File: src/common/fedp_pkg.sv
/*
 * Shared definitions of the dot-product engine
 *  - lane count and datapath widths
 *  - half-precision operand layout
 *  - unaligned term and result structs
 */
package fedp_pkg;

    // Four product lanes plus the C lane
    localparam int num_terms = 5;

    localparam int exp_w  = 10;
    localparam int mag_w  = 22;
    localparam int sum_w  = 27;
    localparam int tag_w  = 26;

    // Half-precision field widths
    localparam int hexp_w = 5;
    localparam int frac_w = 10;

    // Integer mode operand width
    localparam int int_op_w = 8;

    typedef struct packed {
        logic              sign;
        logic [hexp_w-1:0] exp;
        logic [frac_w-1:0] frac;
    } fp_op_t;

    // Sign-magnitude term before alignment
    typedef struct packed {
        logic             sign;
        logic [exp_w-1:0] exp;
        logic [mag_w-1:0] mag;
    } term_t;

    typedef struct packed {
        logic signed [sum_w-1:0] sum;
        logic [exp_w-1:0]        max_exp;
        logic                    sticky;
        logic                    is_int;
        logic [tag_w-1:0]        tag;
    } result_t;

endpackage

File: src/design/fedp_exp_max.sv
`timescale 1ns/10ps

/*
 * Second stage of the dot-product engine
 *  - maximum exponent over all lanes by a comparison tree
 *  - terms delayed alongside the maximum
 */
module fedp_exp_max #(
    parameter int N     = fedp_pkg::num_terms,
    parameter int EXP_W = fedp_pkg::exp_w,
    parameter int MAG_W = fedp_pkg::mag_w
) (
    input  logic                        clk,
    input  logic                        rst_n,
    input  logic                        valid_in,
    input  logic                        is_int,
    input  logic [fedp_pkg::tag_w-1:0]  tag,
    input  fedp_pkg::term_t [N-1:0]     terms,
    output logic                        valid,
    output logic                        is_int_q,
    output logic [fedp_pkg::tag_w-1:0]  tag_q,
    output fedp_pkg::term_t [N-1:0]     terms_q,
    output logic [EXP_W-1:0]            max_exp
);

    // Heap layout: internal nodes 0..N-2, leaves N-1..2N-2
    logic [2*N-2:0][EXP_W-1:0] node;

    for (genvar i = 0; i < N; i++) begin : g_leaf
        assign node[N-1+i] = terms[i].exp;
    end

    for (genvar k = 0; k < N-1; k++) begin : g_cmp
        assign node[k] = (node[2*k+1] > node[2*k+2]) ? node[2*k+1] : node[2*k+2];
    end

    always_ff @(posedge clk or negedge rst_n) begin
        if (!rst_n) begin
            valid <= 1'b0;
        end else begin
            valid <= valid_in;
        end
    end

    always_ff @(posedge clk) begin
        is_int_q <= is_int;
        tag_q    <= tag;
        terms_q  <= terms;
        // Integer results have no exponent
        max_exp  <= is_int ? '0 : node[0];
    end

    // Magnitudes only ride along here
    localparam int TERM_BITS = 1 + EXP_W + MAG_W;
    if ($bits(fedp_pkg::term_t) != TERM_BITS) begin : g_width_check
        $error("term width does not match EXP_W and MAG_W");
    end

endmodule

File: src/design/fedp_mul.sv
`timescale 1ns/10ps

/*
 * First stage of the dot-product engine
 *  - sign-magnitude products of the half-precision pairs
 *  - exponent sums per lane
 *  - signed 8-bit products in integer mode
 *  - C term placed on the last lane
 */
module fedp_mul #(
    parameter int N     = fedp_pkg::num_terms,
    parameter int EXP_W = fedp_pkg::exp_w,
    parameter int MAG_W = fedp_pkg::mag_w
) (
    input  logic                        clk,
    input  logic                        rst_n,
    input  logic                        valid_in,
    input  logic [fedp_pkg::tag_w-1:0]  tag,
    input  logic                        is_int,
    input  fedp_pkg::fp_op_t [N-2:0]    a_ops,
    input  fedp_pkg::fp_op_t [N-2:0]    b_ops,
    input  fedp_pkg::term_t             c_term,
    output logic                        valid,
    output logic                        is_int_q,
    output logic [fedp_pkg::tag_w-1:0]  tag_q,
    output fedp_pkg::term_t [N-1:0]     terms
);

    fedp_pkg::term_t [N-1:0] terms_d;

    for (genvar i = 0; i < N-1; i++) begin : g_lane
        logic [fedp_pkg::frac_w:0]          sig_a;
        logic [fedp_pkg::frac_w:0]          sig_b;
        logic [MAG_W-1:0]                   sig_prod;
        logic                               op_zero;
        logic signed [2*fedp_pkg::int_op_w-1:0] int_prod;
        fedp_pkg::term_t                    lane_term;

        // Hidden bit restored on both significands
        assign sig_a    = {1'b1, a_ops[i].frac};
        assign sig_b    = {1'b1, b_ops[i].frac};
        assign sig_prod = sig_a * sig_b;

        // No subnormals, a zero exponent field is a zero operand
        assign op_zero = (a_ops[i].exp == '0) || (b_ops[i].exp == '0);

        assign int_prod = $signed(a_ops[i][fedp_pkg::int_op_w-1:0])
                        * $signed(b_ops[i][fedp_pkg::int_op_w-1:0]);

        always_comb begin
            if (is_int) begin
                lane_term.sign = 1'b0;
                lane_term.exp  = '0;
                lane_term.mag  = MAG_W'(int_prod);
            end else begin
                lane_term.sign = a_ops[i].sign ^ b_ops[i].sign;
                lane_term.exp  = EXP_W'(a_ops[i].exp) + EXP_W'(b_ops[i].exp);
                lane_term.mag  = op_zero ? '0 : sig_prod;
            end
        end

        assign terms_d[i] = lane_term;
    end

    // C goes through as is, its low 24 bits carry the integer addend
    assign terms_d[N-1] = c_term;

    always_ff @(posedge clk or negedge rst_n) begin
        if (!rst_n) begin
            valid <= 1'b0;
        end else begin
            valid <= valid_in;
        end
    end

    always_ff @(posedge clk) begin
        is_int_q <= is_int;
        tag_q    <= tag;
        terms    <= terms_d;
    end

endmodule

File: src/design/fedp_reduce.sv
`timescale 1ns/10ps

/*
 * Fourth stage of the dot-product engine
 *  - signed adder tree over the aligned lanes
 *  - OR of the lane sticky bits
 *  - result packing
 */
module fedp_reduce #(
    parameter int N     = fedp_pkg::num_terms,
    parameter int EXP_W = fedp_pkg::exp_w,
    parameter int WO    = fedp_pkg::sum_w
) (
    input  logic                        clk,
    input  logic                        rst_n,
    input  logic                        valid_in,
    input  logic                        is_int,
    input  logic [fedp_pkg::tag_w-1:0]  tag,
    input  logic [N-1:0][WO-1:0]        sigs,
    input  logic [N-1:0]                sticky_bits,
    input  logic [EXP_W-1:0]            max_exp,
    output logic                        valid,
    output fedp_pkg::result_t           result
);

    // Same heap layout as the exponent tree, leaves at N-1..2N-2
    logic signed [WO-1:0] node [2*N-1];

    for (genvar i = 0; i < N; i++) begin : g_leaf
        assign node[N-1+i] = $signed(sigs[i]);
    end

    // WO leaves room for the growth of N terms, no overflow
    for (genvar k = 0; k < N-1; k++) begin : g_add
        assign node[k] = node[2*k+1] + node[2*k+2];
    end

    always_ff @(posedge clk or negedge rst_n) begin
        if (!rst_n) begin
            valid <= 1'b0;
        end else begin
            valid <= valid_in;
        end
    end

    always_ff @(posedge clk) begin
        result.sum     <= node[0];
        result.max_exp <= max_exp;
        result.sticky  <= |sticky_bits;
        result.is_int  <= is_int;
        result.tag     <= tag;
    end

endmodule

File: src/design/fedp_top.sv
`timescale 1ns/10ps

/*
 * Top level of the dot-product engine
 *  - multiply, exponent max, align and reduce stages in a chain
 *  - valid, mode and tag carried stage to stage
 */
module fedp_top #(
    parameter int N  = fedp_pkg::num_terms,
    parameter int WO = fedp_pkg::sum_w
) (
    input  logic                        clk,
    input  logic                        rst_n,
    input  logic                        valid_in,
    input  logic [fedp_pkg::tag_w-1:0]  tag,
    input  logic                        is_int,
    input  fedp_pkg::fp_op_t [N-2:0]    a_ops,
    input  fedp_pkg::fp_op_t [N-2:0]    b_ops,
    input  fedp_pkg::term_t             c_term,
    output logic                        valid_out,
    output fedp_pkg::result_t           result
);

    // Multiply to exponent max
    logic                           mul_valid;
    logic                           mul_is_int;
    logic [fedp_pkg::tag_w-1:0]     mul_tag;
    fedp_pkg::term_t [N-1:0]        mul_terms;

    // Exponent max to align
    logic                           emax_valid;
    logic                           emax_is_int;
    logic [fedp_pkg::tag_w-1:0]     emax_tag;
    fedp_pkg::term_t [N-1:0]        emax_terms;
    logic [fedp_pkg::exp_w-1:0]     emax_exp;

    // Align to reduce
    logic                           algn_valid;
    logic                           algn_is_int;
    logic [fedp_pkg::tag_w-1:0]     algn_tag;
    logic [fedp_pkg::exp_w-1:0]     algn_exp;
    logic [N-1:0][WO-1:0]           algn_sigs;
    logic [N-1:0]                   algn_sticky;

    fedp_mul #(
        .N (N)
    ) fedp_mul_inst (
        .clk      (clk),
        .rst_n    (rst_n),
        .valid_in (valid_in),
        .tag      (tag),
        .is_int   (is_int),
        .a_ops    (a_ops),
        .b_ops    (b_ops),
        .c_term   (c_term),
        .valid    (mul_valid),
        .is_int_q (mul_is_int),
        .tag_q    (mul_tag),
        .terms    (mul_terms)
    );

    fedp_exp_max #(
        .N (N)
    ) fedp_exp_max_inst (
        .clk      (clk),
        .rst_n    (rst_n),
        .valid_in (mul_valid),
        .is_int   (mul_is_int),
        .tag      (mul_tag),
        .terms    (mul_terms),
        .valid    (emax_valid),
        .is_int_q (emax_is_int),
        .tag_q    (emax_tag),
        .terms_q  (emax_terms),
        .max_exp  (emax_exp)
    );

    fedp_align #(
        .N  (N),
        .WO (WO)
    ) fedp_align_inst (
        .clk         (clk),
        .rst_n       (rst_n),
        .valid_in    (emax_valid),
        .is_int      (emax_is_int),
        .tag         (emax_tag),
        .terms       (emax_terms),
        .max_exp     (emax_exp),
        .valid       (algn_valid),
        .is_int_q    (algn_is_int),
        .tag_q       (algn_tag),
        .max_exp_q   (algn_exp),
        .sigs        (algn_sigs),
        .sticky_bits (algn_sticky)
    );

    fedp_reduce #(
        .N  (N),
        .WO (WO)
    ) fedp_reduce_inst (
        .clk         (clk),
        .rst_n       (rst_n),
        .valid_in    (algn_valid),
        .is_int      (algn_is_int),
        .tag         (algn_tag),
        .sigs        (algn_sigs),
        .sticky_bits (algn_sticky),
        .max_exp     (algn_exp),
        .valid       (valid_out),
        .result      (result)
    );

endmodule

File: src/fedp_align/fedp_align.sv
`timescale 1ns/10ps

/*
 * Third stage of the dot-product engine
 *  - per-lane shift amount, saturated to 255
 *  - right shift with overshift to zero
 *  - sticky bit per lane
 *  - two's-complement conversion, integer bypass
 */
module fedp_align #(
    parameter int N     = fedp_pkg::num_terms,
    parameter int EXP_W = fedp_pkg::exp_w,
    parameter int MAG_W = fedp_pkg::mag_w,
    parameter int WO    = fedp_pkg::sum_w
) (
    input  logic                        clk,
    input  logic                        rst_n,
    input  logic                        valid_in,
    input  logic                        is_int,
    input  logic [fedp_pkg::tag_w-1:0]  tag,
    input  fedp_pkg::term_t [N-1:0]     terms,
    input  logic [EXP_W-1:0]            max_exp,
    output logic                        valid,
    output logic                        is_int_q,
    output logic [fedp_pkg::tag_w-1:0]  tag_q,
    output logic [EXP_W-1:0]            max_exp_q,
    output logic [N-1:0][WO-1:0]        sigs,
    output logic [N-1:0]                sticky_bits
);

    // Width of the signed integer addend on the C lane
    localparam int C_INT_W = 24;

    logic [N-1:0][WO-1:0] sigs_d;
    logic [N-1:0]         sticky_d;

    for (genvar i = 0; i < N; i++) begin : g_lane
        logic [EXP_W-1:0] exp_diff;
        logic [7:0]       shift_amt;
        logic             overshift;
        logic [MAG_W-1:0] mag;
        logic [MAG_W-1:0] mag_shr;
        logic [MAG_W-1:0] lost_mask;
        logic             fp_sticky;
        logic [WO-1:0]    fp_sig;
        logic [WO-1:0]    int_sig;

        assign mag      = terms[i].mag;
        assign exp_diff = max_exp - terms[i].exp;

        // Gaps that need more than 8 bits clamp to 255
        assign shift_amt = (|exp_diff[EXP_W-1:8]) ? 8'hff : exp_diff[7:0];
        assign overshift = (shift_amt >= 8'(MAG_W));

        assign mag_shr   = overshift ? '0 : (mag >> shift_amt);
        // Ones on the bit positions that fall off the right end
        assign lost_mask = ~({MAG_W{1'b1}} << shift_amt);
        assign fp_sticky = overshift ? (|mag) : (|(mag & lost_mask));

        assign fp_sig = terms[i].sign ? -WO'(mag_shr) : WO'(mag_shr);

        if (i == N-1) begin : g_c_lane
            assign int_sig = WO'($signed(terms[i][C_INT_W-1:0]));
        end else begin : g_prod_lane
            // Product already sign-extended to the magnitude width
            assign int_sig = WO'($signed(mag));
        end

        assign sigs_d[i]   = is_int ? int_sig : fp_sig;
        assign sticky_d[i] = ~is_int & fp_sticky;
    end

    always_ff @(posedge clk or negedge rst_n) begin
        if (!rst_n) begin
            valid <= 1'b0;
        end else begin
            valid <= valid_in;
        end
    end

    always_ff @(posedge clk) begin
        is_int_q    <= is_int;
        tag_q       <= tag;
        max_exp_q   <= max_exp;
        sigs        <= sigs_d;
        sticky_bits <= sticky_d;
    end

endmodule

File: config.mk
export PLATFORM = sky130hd
export DESIGN_NAME = fedp_top
export DESIGN_NICKNAME = d
export VERILOG_FILES = /design/src/common/fedp_pkg.sv /design/src/design/fedp_exp_max.sv /design/src/design/fedp_mul.sv /design/src/design/fedp_reduce.sv /design/src/design/fedp_top.sv /design/src/fedp_align/fedp_align.sv
export SDC_FILE = /design/constraint.sdc
export NUM_CORES = 2
export LEC_CHECK = 0
export BUFFER_PORTS_ARGS = -buffer_cell sky130_fd_sc_hd__buf_2
export CAP_MARGIN = 20
export CORE_MARGIN = 3
export CORE_UTILIZATION = 55
export DETAILED_ROUTE_END_ITERATION = 8
export MAX_ROUTING_LAYER = met4
export PLACE_DENSITY = 0.73
export SLEW_MARGIN = 30
export SYNTH_ARGS = -nofsm -noshare
export SYNTH_HDL_FRONTEND = slang
export SYNTH_SLANG_ARGS = --single-unit
export TNS_END_PERCENT = 30
File: constraint.sdc
create_clock -name clk -period 5.2 [get_ports clk]
set_input_delay 1.04 -clock clk [delete_from_list [all_inputs] [get_ports clk]]
set_output_delay 1.04 -clock clk [all_outputs]
set_load 0.01 [all_outputs]
Word-level counts from Yosys, hierarchy flattened
Cells that the tools add are included.

$add $sub $neg: 18. Multiply operators: 8. Magnitude comparators: 9. Shift-type cells: 10. Muxes and demuxes: 37. Bitwise operators: 20. Reduce and logical (&&, ||, !) cells: 28.

Operators with widths (number): 22-bit two-way mux (13); 27-bit two-way mux (10); 22-bit OR reduction (10); 22-bit negation with 27-bit output (5); 22-bit AND (5); 22-bit NOT (5); 22-bit by 8-bit << shifter with 22-bit output (first input constant) (5); 22-bit by 8-bit >> shifter with 22-bit output (5); 27-bit adder (4); 11-bit by 11-bit multiplier with 22-bit output (4); 8-bit by 8-bit multiplier with 16-bit output (4); 8-bit by 5-bit greater-or-equal comparator with 1-bit output (second input constant) (5); 5-bit zero test (8); 8-bit two-way mux (5); 10-bit by 6-bit subtractor with 10-bit output (4); 10-bit two-way mux (3); 5-bit by 5-bit adder with 6-bit output (4); 10-bit > comparator (1); 10-bit by 6-bit > comparator with 1-bit output (1); 6-bit by 10-bit > comparator with 1-bit output (1); 2-bit OR reduction (5); 10-bit subtractor (1); 6-bit > comparator (1); 6-bit two-way mux (1); 6 further kinds (20).

Register bits after elaboration: 608. Input port bits: 191. Output and inout port bits: 66. Word-level logic and storage cells: 183.

Longest topological paths before layout
Depth after elaboration: 9. Gate-level depth with buffers: 30. Depth with buffers taken out: 28.

Hierarchy
From an unflattened synthesis, not the netlist that was laid out.

Cells, all modules: 6810. Area, all modules: 59143.0 µm².

Modules (own cells, without submodules): fedp_mul (times used 1, cells each 3140, area an instance 28569.9 µm², sequential area each 3548.4 µm²); fedp_align (times used 1, cells each 2667, area an instance 19665.1 µm², sequential area each 3568.4 µm²); fedp_exp_max (times used 1, cells each 447, area an instance 5844.4 µm², sequential area each 4068.9 µm²); fedp_reduce (times used 1, cells each 556, area an instance 5063.6 µm², sequential area each 1326.3 µm²).

Worst setup path after synthesis
OpenSTA, ideal clock, no wires.

Path kind: input -> register. From: in b_ops[18] in the netlist's numbering. To: reg fedp_mul_inst.terms[54] (netlist name). Library setup time: 0.125 ns. Data arrival time: 6.223 ns. Data required time: 5.075 ns. Path slack: -1.148 ns. Stages: 20. Path buffers: 1. Path through: clkbuf_1 -> nand2_1 -> fa_1 -> inv_1 -> fa_1 -> inv_1 -> fa_1 -> inv_1 -> fa_1 -> fa_1 -> ha_1 -> inv_1 -> o21bai_1 -> a41o_1 -> o41ai_1 -> o21ai_0 -> or4_1 -> a31oi_1 -> xnor2_1 -> o21ai_0.

RTL lines: start: declaration (RTL line fedp_top.sv:18) `input fedp_pkg::fp_op_t [N-2:0] b_ops,`.

==> out/summary.txt <==
Placer Congestion - 1.02
Final #Nets - 8,216
Top_reg_cell synth - dfxtp_1
DIE AREA - 103,000 um2
Core region area - 97,600 um2
Clock sink total - 608
H-tree levels - 3
Async SR Flop Fraction - 0.658%
Top-Level Pins - 257
WS Path Type - input pin to register
Routed vias - 47,900
Avg WL per Cell - 20.6 um
GR Overflow Total - 0
Placed insts - 8,163
Synthesized Nets - 7,316
Slew Limit Fails - 0
Status - finished with violations
Mux share of post-synthesis cell area - 4.12%
Worst-path clk slew - 0.07 ns
Critical path launch point type - input pin
Total track usage - 33.8%
Number of synthesized flops with an enable pin - 0
Share of layout cells above drive strength 1 - 22.3%
1st-pass router iterations - 6
Static leakage - 31.9 nW
Final hold slack - 0.191 ns
Iteration-0 DRC Markers - 4,377
Failing checks - setup timing
Synth Instances - 6,086
Min Tclk post-route - 5.41 ns
Critical Path RT - 5.72 ns
Syn Std Cell Area - 54,600 um2
Worst Path Max Fanout - 6
Pwr/cell area - 600 nW/um2
Pin count of the biggest net entering global routing - 166
Clock Latency Late Sink - 0.66 ns
Synth Area in Adders - 32.1%
Dpl hpwl - 139,000 um
Root Buffer - clkbuf_16
Vias in the first global route - 48,500
Hold Crit Class - input pin to async pin
Vias per std cell - 5.76
Post-Synth XOR/XNOR Area - 4.49%
Critical path arrival - 5.92 ns
CTS Buf Count - 66
Initial antenna violation count - 5
Avg Cell Area, Syn - 8.98 um2
Peak VDD IR - 0.659 mV
R2R setup slack - 0.20 ns
CTS tree - built
Post-route ant nets - 0
Site Rows - 114
Peak Freq - 0.185 GHz
Number of I/O port buffers - 256
Max Cap Viol - 0
Chip width - 321 um
Actual slew at the worst max-slew pin - 0.932 ns
DRC Markers - 0
Synth cell types - 114
Longest Clk Path Bufs - 3
Die height - 321 um
Final setup viols - 5
Ys Warns - 0
Post-synthesis sequential area ratio - 22.3%
First-pass GRT wire length - 268,000 um
Critical Path Sink Type - register
Fin crit share - 104%
Endpoints failing hold - 0
Hold_buf cts - 0
Main combinational cell family by area after synthesis - adder cells
Synth Register Bits - 608
Synth Area in Compound Gates - 14.3%
Simple-Gate Fraction of Synth Area - 15.6%
Max-Slew Margin vs Limit - 37.7%
Initial Util - 56.0%
Clock skew - 0.0364 ns
Setup slack after layout - -0.205 ns
Final Non-Filler Cells - 8,319
Total negative slack - -0.482 ns
Unrepaired setup endpoints after global routing - true
Routed WL - 171,000 um
Area growth from synthesis to layout - 21.9%
-- where the power goes --
group	internal (mW)	total (mW)	switching, mW
registers	5.97	7.30	1.34
logic	13.4	27.9	14.5
clock network	2.80	4.85	2.05
-- registers in the layout, summed over array words and instances (netlist names), 26 cells and up --
| register | cells |
|---|---|
| fedp_exp_max_inst.terms_q | 149 |
| fedp_mul_inst.terms | 149 |
| fedp_align_inst.sigs | 135 |
| fedp_reduce_inst.result | 65 |
| fedp_align_inst.tag_q | 26 |
| fedp_exp_max_inst.tag_q | 26 |
| fedp_mul_inst.tag_q | 26 |
-- final timing paths --
kind,start,end,cells past startpoint
setup / recovery,a_ops[23],fedp_mul_inst.terms[54],20
min in group clk,fedp_mul_inst.terms[108],fedp_exp_max_inst.terms_q[108],0
max in group asynchronous,rst_n,fedp_align_inst.valid,1
setup reg to reg,fedp_exp_max_inst.max_exp[0],fedp_align_inst.sigs[62],17
hold reg to reg,fedp_mul_inst.terms[108],fedp_exp_max_inst.terms_q[108],0
hold / removal,rst_n,fedp_mul_inst.valid,1
-- stage by stage --
stage          setup slack [ns]  instance area [um2]  utilization [%]  total power [mW]
4_1_cts                  -0.168                65500             67.2              38.2
3_3_place_gp             -0.914                62900             64.5              32.3
2_1_floorplan            -0.641                55300                -              23.5
5_1_grt                  -0.381                66600             68.3              43.2
3_5_place_dp              -1.06                62900             64.5              32.8
6_report                 -0.205                66600             68.3              40.0
-- timing repair --
| action | 4_1_cts | 5_1_grt |
|---|---|---|
| pin swaps | 35 | 126 |
| gates resized for setup | 72 | 291 |
| cloned | 1 | 0 |
| endpoints found under the setup margin | 19 | 46 |
| buffers inserted | 11 | 20 |
-- routing by layer --
metal  GRT usage (%)  wire length (um)  vias to the layer above  part of all wire (%)
met5               -                 0                        -                     0
met4            11.1              6570                        0                   3.8
met3            4.23             12100                      411                   7.1
met2            53.8             79200                     1833                    46
met1            45.1             73400                    23400                    43
li1                -                 -                    22200                     -
-- critical path: stages --
cell,delay (ns)
buf_4,0.15
and2_4,0.15
fa_1,0.50
fa_1,0.56
inv_2,0.04
fa_1,0.47
inv_1,0.05
fa_1,0.47
inv_1,0.05
fa_1,0.49
inv_2,0.05
ha_4,0.22
buf_4,0.13
a41o_1,0.25
o41ai_4,0.36
o21ai_2,0.09
or4_1,0.42
a31oi_2,0.20
xnor2_1,0.16
o21ai_1,0.07
-- placed cells by master, fill, tap and decap left out, types with 91 or more instances in the layout --
cell / netlist / final
fa_1: 602 / 580
nand2_1: 577 / 544
nand3_1: 115 / 111
mux2i_1: 119 / 119
ha_1: 437 / 406
xor2_1: 112 / 112
dfxtp_1: 604 / 600
a21oi_1: 274 / 239
buf_2: 26 / 205
nor2_1: 326 / 324
o21ai_0: 330 / 303
inv_1: 785 / 749
and2_1: 263 / 231
nor3_1: 96 / 91
buf_4: 2 / 802
xnor2_1: 168 / 164
-- logic make-up after synthesis --
family | count (synthesis)
buffers and inverters | 1024
xor gates and xnor gates | 280
and+or+nand+nor | 1737
muxes | 194
AOI/OAI and AO/OA | 1204
DFF | 608
adders and majority gates | 1039
-- area by class of cell --
type | count | area, um2
diodes | 4 | 10.0
clock buffers | 90 | 1880
clock inverters | 31 | 375
fillers | 7777 | 30900
inverters | 789 | 2960
multi-input cells | 4454 | 39700
flip-flops and latches | 608 | 12200
well taps | 1276 | 1600
repair buffers | 1067 | 7900
-- synthesized netlist by cell type, types with 96 or more instances --
| library cell | instances | share of area, % |
|---|---|---|
| nand2_1 | 577 | 4.0 |
| nor2_1 | 326 | 2.2 |
| xor2_1 | 112 | 1.8 |
| a21oi_1 | 274 | 2.5 |
| clkbuf_1 | 194 | 1.3 |
| and2_1 | 263 | 3.0 |
| nor3_1 | 96 | 0.88 |
| mux2i_1 | 119 | 2.2 |
| inv_1 | 785 | 5.4 |
| o21ai_0 | 330 | 3.0 |
| ha_1 | 437 | 10 |
| xnor2_1 | 168 | 2.7 |
| nand3_1 | 115 | 1.1 |
| fa_1 | 602 | 22 |
| dfxtp_1 | 604 | 22 |
Note: power is estimated with default switching activity, not from simulation.
